File: src/fnd_pkg.sv
`default_nettype none

package fnd_pkg;

    ////////////////////////////////////////////////////////////////////////////
    // display geometry

    localparam int DISPLAY_WIDTH = 16;   // bits shown on the four digits
    localparam int DIGIT_COUNT   = 4;
    localparam int NIBBLE_WIDTH  = 4;    // one hex digit
    localparam int SEG_WIDTH     = 8;    // a..g plus decimal point

    ////////////////////////////////////////////////////////////////////////////
    // active-low digit selects, in scan order

    localparam logic [DIGIT_COUNT-1:0] COM_DIG0 = 4'b1110;  // lowest digit
    localparam logic [DIGIT_COUNT-1:0] COM_DIG1 = 4'b1101;
    localparam logic [DIGIT_COUNT-1:0] COM_DIG2 = 4'b1011;
    localparam logic [DIGIT_COUNT-1:0] COM_DIG3 = 4'b0111;  // highest digit

    // scan starts on the lowest digit
    localparam logic [DIGIT_COUNT-1:0] COM_RESET = COM_DIG0;

    // segments are active low, so all ones leaves the digit dark
    localparam logic [SEG_WIDTH-1:0] SEG_BLANK = 8'b1111_1111;

endpackage : fnd_pkg

`default_nettype wire
File: src/fnd_counter_top.sv
`timescale 1ns/100ps
`default_nettype none

module fnd_counter_top #(
    parameter int COUNT_WIDTH = 32,   // at least DISPLAY_WIDTH
    parameter int DIV_BITS    = 17    // scan period is 2**DIV_BITS clocks
) (
    input  wire logic                         clk,
    input  wire logic                         reset_p,
    input  wire logic                         enable,
    input  wire logic                         down_up,
    output logic [fnd_pkg::DISPLAY_WIDTH-1:0] count,
    output logic [fnd_pkg::DIGIT_COUNT-1:0]   com,
    output logic [fnd_pkg::SEG_WIDTH-1:0]     seg_7
);

    import fnd_pkg::*;

    logic                    scan_tick;
    logic [NIBBLE_WIDTH-1:0] digit_value;

    ////////////////////////////////////////////////////////////////////////////
    // value to show

    up_down_counter #(
        .COUNT_WIDTH (COUNT_WIDTH)
    ) u_up_down_counter (
        .clk     (clk),
        .reset_p (reset_p),
        .enable  (enable),
        .down_up (down_up),
        .count   (count)
    );

    ////////////////////////////////////////////////////////////////////////////
    // multiplexed display path

    scan_tick_gen #(
        .DIV_BITS (DIV_BITS)
    ) u_scan_tick_gen (
        .clk       (clk),
        .reset_p   (reset_p),
        .scan_tick (scan_tick)
    );

    digit_scanner u_digit_scanner (
        .clk         (clk),
        .reset_p     (reset_p),
        .scan_tick   (scan_tick),
        .count       (count),
        .com         (com),
        .digit_value (digit_value)
    );

    seg7_decoder u_seg7_decoder (
        .digit_value (digit_value),
        .seg_7       (seg_7)         // decoded straight from the registered nibble
    );

endmodule : fnd_counter_top

`default_nettype wire

File: src/seg7_decoder.sv
`timescale 1ns/100ps
`default_nettype none

module seg7_decoder (
    input  wire logic [fnd_pkg::NIBBLE_WIDTH-1:0] digit_value,
    output logic [fnd_pkg::SEG_WIDTH-1:0]         seg_7
);

    import fnd_pkg::*;

    // bit order is a,b,c,d,e,f,g then dp in bit 0
    // a zero lights the segment, dp always stays off
    always_comb begin
        case (digit_value)
            4'h0:    seg_7 = 8'b0000_0011;
            4'h1:    seg_7 = 8'b1001_1111;
            4'h2:    seg_7 = 8'b0010_0101;
            4'h3:    seg_7 = 8'b0000_1101;
            4'h4:    seg_7 = 8'b1001_1001;
            4'h5:    seg_7 = 8'b0100_1001;
            4'h6:    seg_7 = 8'b0100_0001;
            4'h7:    seg_7 = 8'b0001_1011;
            4'h8:    seg_7 = 8'b0000_0001;
            4'h9:    seg_7 = 8'b0001_1001;
            4'ha:    seg_7 = 8'b0001_0001;
            4'hb:    seg_7 = 8'b1100_0001;   // lower case b
            4'hc:    seg_7 = 8'b0110_0011;
            4'hd:    seg_7 = 8'b1000_0101;   // lower case d
            4'he:    seg_7 = 8'b0110_0001;
            4'hf:    seg_7 = 8'b0111_0001;
            default: seg_7 = SEG_BLANK;      // x or z on the input
        endcase
    end

endmodule : seg7_decoder

`default_nettype wire

File: src/digit_scanner.sv
`timescale 1ns/100ps
`default_nettype none

module digit_scanner (
    input  wire logic                         clk,
    input  wire logic                         reset_p,
    input  wire logic                         scan_tick,
    input  wire logic [fnd_pkg::DISPLAY_WIDTH-1:0] count,
    output logic [fnd_pkg::DIGIT_COUNT-1:0]   com,
    output logic [fnd_pkg::NIBBLE_WIDTH-1:0]  digit_value
);

    import fnd_pkg::*;

    ////////////////////////////////////////////////////////////////////////////
    // rotating digit select, one step per scan tick

    always_ff @(posedge clk or posedge reset_p) begin
        if (reset_p) begin
            com <= COM_RESET;
        end else if (scan_tick) begin
            case (com)
                COM_DIG0: com <= COM_DIG1;
                COM_DIG1: com <= COM_DIG2;
                COM_DIG2: com <= COM_DIG3;
                COM_DIG3: com <= COM_DIG0;
                default:  com <= COM_RESET;   // recover from an illegal pattern
            endcase
        end
    end

    ////////////////////////////////////////////////////////////////////////////
    // nibble of the selected digit, registered every clock

    always_ff @(posedge clk or posedge reset_p) begin
        if (reset_p) begin
            digit_value <= '0;
        end else begin
            case (com)
                COM_DIG0: digit_value <= count[0*NIBBLE_WIDTH +: NIBBLE_WIDTH];
                COM_DIG1: digit_value <= count[1*NIBBLE_WIDTH +: NIBBLE_WIDTH];
                COM_DIG2: digit_value <= count[2*NIBBLE_WIDTH +: NIBBLE_WIDTH];
                COM_DIG3: digit_value <= count[3*NIBBLE_WIDTH +: NIBBLE_WIDTH];
                default:  digit_value <= count[0 +: NIBBLE_WIDTH];
            endcase
        end
    end

    // digit_value trails com and count by one clock, so the segment
    // pattern lines up with the select one cycle late

endmodule : digit_scanner

`default_nettype wire

File: src/up_down_counter.sv
`timescale 1ns/100ps
`default_nettype none

module up_down_counter #(
    parameter int COUNT_WIDTH = 32
) (
    input  wire logic                        clk,
    input  wire logic                        reset_p,
    input  wire logic                        enable,
    input  wire logic                        down_up,   // 0 counts up, 1 counts down
    output logic [fnd_pkg::DISPLAY_WIDTH-1:0] count
);

    import fnd_pkg::*;

    logic [COUNT_WIDTH-1:0] count_full;

    always_ff @(posedge clk or posedge reset_p) begin
        if (reset_p) begin
            count_full <= '0;
        end else if (enable) begin
            if (down_up) begin
                count_full <= count_full - 1'b1;   // wraps below zero
            end else begin
                count_full <= count_full + 1'b1;
            end
        end
    end

    // only the slow upper bits go to the display, the low bits
    // change far too quickly to be readable
    assign count = count_full[COUNT_WIDTH-1 -: DISPLAY_WIDTH];

endmodule : up_down_counter

`default_nettype wire

File: src/scan_tick_gen.sv
`timescale 1ns/100ps
`default_nettype none

module scan_tick_gen #(
    parameter int DIV_BITS = 17
) (
    input  wire logic clk,
    input  wire logic reset_p,
    output logic      scan_tick
);

    logic [DIV_BITS-1:0] clk_div;   // free-running divider
    logic                ff_cur;
    logic                ff_old;

    always_ff @(posedge clk or posedge reset_p) begin
        if (reset_p) begin
            clk_div <= '0;
        end else begin
            clk_div <= clk_div + 1'b1;
        end
    end

    ////////////////////////////////////////////////////////////////////////////
    // rising-edge detect on the divider msb

    always_ff @(posedge clk or posedge reset_p) begin
        if (reset_p) begin
            ff_cur <= 1'b0;
            ff_old <= 1'b0;
        end else begin
            ff_cur <= clk_div[DIV_BITS-1];  // sample the slow square wave
            ff_old <= ff_cur;               // one clock older copy
        end
    end

    // high for one clock per divider period, used as an enable
    // instead of clocking logic from clk_div directly
    assign scan_tick = ff_cur & ~ff_old;

endmodule : scan_tick_gen

`default_nettype wire

File: config.mk
export PLATFORM = sky130hd
export DESIGN_NAME = fnd_counter_top
export DESIGN_NICKNAME = d
export VERILOG_FILES = /design/src/fnd_pkg.sv /design/src/fnd_counter_top.sv /design/src/seg7_decoder.sv /design/src/digit_scanner.sv /design/src/up_down_counter.sv /design/src/scan_tick_gen.sv
export SDC_FILE = /design/constraint.sdc
export NUM_CORES = 1
export LEC_CHECK = 0
export BUFFER_PORTS_ARGS = -buffer_cell sky130_fd_sc_hd__buf_2
export CAP_MARGIN = 20
export CORE_MARGIN = 1
export CORE_UTILIZATION = 40
export CTS_CLUSTER_SIZE = 16
export DETAILED_ROUTE_END_ITERATION = 16
export PLACE_DENSITY = 0.61
export SETUP_SLACK_MARGIN = 0.2
export SKIP_CTS_REPAIR_TIMING = 1
export SYNTH_ARGS = -nofsm -noshare
export SYNTH_HDL_FRONTEND = slang
export SYNTH_SLANG_ARGS = --single-unit
export TNS_END_PERCENT = 30
File: constraint.sdc
create_clock -name clk -period 2.3 [get_ports clk]
set_input_delay 0.115 -clock clk [delete_from_list [all_inputs] [get_ports clk]]
set_output_delay 0.115 -clock clk [all_outputs]
set_load 0.01 [all_outputs]
* Yosys cells after proc, flatten, opt, wreduce, memory -nomap -nowiden
Memory sizes are Yosys's and may differ from the RTL's. Cells that the tools add are included.
Cells by class: $add $sub $neg 3, eq/ne operators 4, multiplexer cells 3, bitwise operators 2
Operators by type and width (count):
- adder 32 x 1 -> 32 bit (second input constant) | 1
- 2-to-1 mux 32 bit | 1
- subtractor 32 x 1 -> 32 bit (second input constant) | 1
- one-hot mux 4 bit (3 select lines) | 2
- adder 17 x 1 -> 17 bit (second input constant) | 1
- == test 4 bit (second input constant) | 3
- == test 4 x 3 -> 1 bit (second input constant) | 1
- bitwise AND 1 bit | 1
- inverter 1 bit | 1
Word-level totals: register bits 59, ROM bits 112, input port bits 4, output and inout port bits 28, logic and storage cells 19, memories 1
Memories:
- (name not given) | words 16, width 7, read ports 1, clocked after Yosys merged registers in 0, wr ports 0, line seg7_decoder.sv:14 | case (digit_value)

* Depth between registers and ports, before layout
word-level depth 2, gate-level depth with buffers 10, depth with buffers taken out 9

* By module
Synthesis repeated with hierarchy kept, for this count alone.
Unflattened totals: cell total of the unflattened synthesis 459, area, all modules 4475.5 µm²
By module, submodules not included:
- up_down_counter | instances 1, cells each 311, area an instance 2950.3 µm², sequential area each 800.8 µm²
- scan_tick_gen | instances 1, cells each 66, area an instance 820.8 µm², sequential area each 475.5 µm²
- digit_scanner | instances 1, cells each 48, area an instance 456.7 µm², sequential area each 203.9 µm²
- seg7_decoder | instances 1, cells each 34, area an instance 247.7 µm², sequential area each 0.0 µm²

* Least setup slack after synthesis
OpenSTA, ideal clock, no wires.
kind register to register, start register u_up_down_counter.count_full[0], end register u_up_down_counter.count_full[28], setup time 125 ps, data arrival time 2287 ps, data required time 2175 ps, slack -112 ps, cell stages (with the launch flop) 10, buffers on the path 0, period minus slack after synthesis 2412 ps, path through dfrtp_1 > fa_1 > a21o_2 > a221oi_2 > nor4b_2 > o21ai_2 > a21oi_1 > a311oi_2 > xnor2_1 > mux2_2
On the way: cells in the longest elaborated chain, start to end 2, elaborated cells between the ends (all ways) 3, classes of those cells add/sub: 2; mux: 1
RTL lines:
- from (decl) | line up_down_counter.sv:16 | logic [COUNT_WIDTH-1:0] count_full;
- from (signal assigned) | line up_down_counter.sv:23 | count_full <= count_full - 1'b1;
- from (signal assigned) | line up_down_counter.sv:25 | count_full <= count_full + 1'b1;
- adder 32 x 1 -> 32 bit or subtractor 32 x 1 -> 32 bit (tied branches) | line up_down_counter.sv:25, up_down_counter.sv:23
- 2-to-1 mux 32 bit (*) | line up_down_counter.sv:22 | if (down_up) begin
Every way passes the cells marked *; elsewhere a longest branch is shown, timed or not. A chain may end at the register's enable or synchronous reset.

* Final worst setup path
start register u_up_down_counter.count_full[1], end register u_up_down_counter.count_full[28]
The elaborated chain is that of the path after synthesis.

==> qor.yml <==
outcome:
  outcome: "complete, but fails checks"
  violations: "setup timing"
grt:
  grt_use_met3_pct: 3.47
  grt_pass1_vias: 3715
  use_met2_pct: 32.3
  globalRoute.totalOverflow: 0
  grt_pass1_wl_um: 17700
  antenna_found_initial: 0
  grt_start_max_net_pins: 42
  grt_usage_pct: 19.7
  gr-usage-met1_pct: 26.0
  gr-max-usage-layer: "met2"
critical_path:
  critPathRequiredTime_ns: 2.54
  setup.worst_path.end_class: "register"
  critical_path_class: "register to register"
  critPathMaxFanout: 3
  worstPathArrival_ns: 2.70
  startpoint_type: "register"
synth:
  yosys-top-cells-area: "dfrtp_1 32%, ha_1 9.9%, mux2_2 6.1%"
  ys_warn_count: 0
  ys_dominant_reg_cell: "dfrtp_1"
  synth_top_cell_area_share_pct: 31.8
  syn-cell-area_um2: 4400
  yosys.area.top_type: "dfrtp_1"
  ys_ff_latch: 59
  synthArstFlopShare_pct: 100
  syn_area_per_cell_um2: 9.47
  syn_inst: 465
  synth_edf_count: 0
  yosysUniqueCellTypes: 71
  synth_seq_area_share_pct: 33.6
  synth.net_count: 505
power_and_ir_drop:
  clkPwrFrac_pct: 12.3
  cellInternalPower_mw: 4.94
  p_leak_nw: 2.64
  comb_power_share_pct: 66.8
  p_per_area_nw_per_um2: 1450
  p_switching_mw: 3.42
  seqPwrFrac_pct: 21.0
  swShare_pct: 40.9
  vdd_drop_max_uv: 648
  finalPower_mw: 8.37
placement:
  gp_congestion: 0.918
  dpl_worst_slack_ns: -0.214
  dp.cells: 693
  io_buffer_count: 30
  hpwl_um: 7960
  dpl_cell_area_um2: 5300
floorplanning:
  die_h_um: 107
  die_w_um: 107
  ios: 32
  rows: 37
  initial_utilization_pct: 41.9
  dieArea_um2: 11400
  core_um2: 10500
timing:
  fin_crit_ns: 2.47
  fmax_ghz: 0.406
  worst_slack_ns: -0.165
  tightest_slew_ns: 0.545
  rsz0062_at_grt: "yes"
  finalSetupViolations: 15
  totalNegativeSetupSlack_ns: -1.24
  drv_slew: 0
  max_slew_margin_pct: 63.4
  fin_crit_sh_pct: 107
  finClkSkew_ns: 0.0103
  hold_viol: 0
final_layout:
  insertedDiodeCount: 0
  drive_above_1_share_pct: 36.9
  multi_input_area_um2: 2980
  num-fill-cells: 945
  fin_area_um2: 5750
  seqCellArea_um2: 1480
  finalNonFillerCells: 713
  area_growth_syn_to_layout_pct: 30.6
  nets: 612
min_path:
  hp-class: "input pin to register"
route:
  detailedRoute.firstIterationViolations: 119
  routed_wirelength_um: 10500
  routedWlPerCell_um: 14.8
  vias_per_cell: 5.34
  ant_nets: 0
  post-route-drc-count: 0
  drt_pass1_iterations: 4
  dr_total_vias: 3807
clocking:
  cts_tree: "yes"
  cts-root-buf: "clkbuf_8"
  htree_levels: 3
  cts_buffers: 9
  cts.clk_slew.worst_paths_ns: 0.08
  clockBufferDepth: 2
  clkLatencyLatePin_ns: 0.35
  cts_sinks: 59
flow_run:
  drv_cap: 0
## cell usage in the layout (no fill, tap or decap), types with 7 or more instances in the layout
cell type and count:
a21oi_1 25, buf_2 30, buf_4 88, inv_1 11
o21ai_0 21, clkbuf_8 11, xor2_1 18, ha_1 25
xnor2_1 25, ha_4 8, nor3_1 7, nand3_1 18
dfrtp_1 55, nor2b_1 10, nand2_1 36, nor2_1 30
a21o_1 16, mux2_2 22
## critical path, cell delays in order, from the launching register on
cell and delay [ns]:
dfrtp_2 0.44, fa_2 0.36, a21o_4 0.25, a221oi_4 0.31
nor4b_4 0.09, o21ai_2 0.20, a21oi_2 0.10, a311oi_2 0.26
xnor2_1 0.08, mux2_2 0.26
## Yosys cell counts, types with 8 or more instances
cell type / number
inv_1: 12
nand2_1: 38
xor2_1: 18
ha_1: 35
nand3_1: 18
o21ai_0: 25
xnor2_1: 25
nor2_1: 31
a21o_1: 16
nor2b_1: 10
a21oi_1: 28
mux2_2: 24
buf_4: 17
nor3_1: 8
dfrtp_1: 56
## flip-flops by register name (all words and copies together) (netlist names)
signal / flops
u_scan_tick_gen.ff_old: 1
u_digit_scanner.com: 4
u_digit_scanner.digit_value: 4
u_scan_tick_gen.clk_div: 17
u_scan_tick_gen.ff_cur: 1
u_up_down_counter.count_full: 32
## layer usage
| metal | up-vias | routed length, µm | share of wire [%] |
|---|---|---|---|
| met3 | 16 | 365 | 3.5 |
| met5 | - | 0 | 0 |
| met1 | 1828 | 5000 | 47 |
| met2 | 55 | 5010 | 47 |
| met4 | 0 | 176 | 1.7 |
| li1 | 1908 | - | - |
## layout make-up
type | count | area share (%)
Sequential cell | 59 | 25.8
Clock buffer | 12 | 2.70
Multi-Input combinational cell | 368 | 51.8
Tap cell | 136 | 2.96
Clock inverter | 4 | 0.870
Timing Repair Buffer | 122 | 15.2
Inverter | 12 | 0.783
## power by group through the flow
| stage | logic, mW | registers (mW) | clock network [mW] |
|---|---|---|---|
| after floorplan | 3.45 | 1.62 | 0 |
| after global placement | 5.02 | 1.74 | 0 |
| after detailed placement | 5.12 | 1.76 | 0 |
| after CTS | 5.15 | 1.74 | 1.04 |
| after global routing | 6.17 | 1.81 | 1.09 |
| final | 5.59 | 1.75 | 1.03 |
## stage by stage
step	hold slack, ns	util, %
floorplan	0.305	-
global placement	0.192	50.5
detailed placement	0.202	50.5
CTS	-0.178	52.4
global route	0.204	54.7
finish	0.158	54.7
## final timing paths
check	start	end	slack [ns]	depth (start not counted)
worst max register to register	u_up_down_counter.count_full[1]$_DFFE_PP0P_	u_up_down_counter.count_full[28]$_DFFE_PP0P_	-0.17	9
worst min register to register	u_scan_tick_gen.ff_cur$_DFF_PP0_	u_scan_tick_gen.ff_old$_DFF_PP0_	0.38	0
max in group asynchronous	reset_p	u_digit_scanner.com[1]$_DFFE_PP1P_	1.31	4
worst max-delay path	u_up_down_counter.count_full[1]$_DFFE_PP0P_	u_up_down_counter.count_full[28]$_DFFE_PP0P_	-0.17	9
worst min-delay path	enable	u_up_down_counter.count_full[16]$_DFFE_PP0P_	0.16	4
min in group asynchronous	reset_p	u_up_down_counter.count_full[16]$_DFFE_PP0P_	0.35	3
## cell families (layout without fill, tap and decap cells)
group | Yosys count | count (layout) | synth area share (%)
compound gates | 122 | 122 | 19.4
xor+xnor | 43 | 43 | 8.55
fa+ha+maj | 36 | 36 | 10.4
buf+inv | 38 | 150 | 5.08
flops | 59 | 59 | 33.6
mux | 25 | 25 | 6.36
other cells | 1 | 1 | 0.0851
simple gates | 141 | 141 | 16.5
Power figures use the tool's default switching activity.
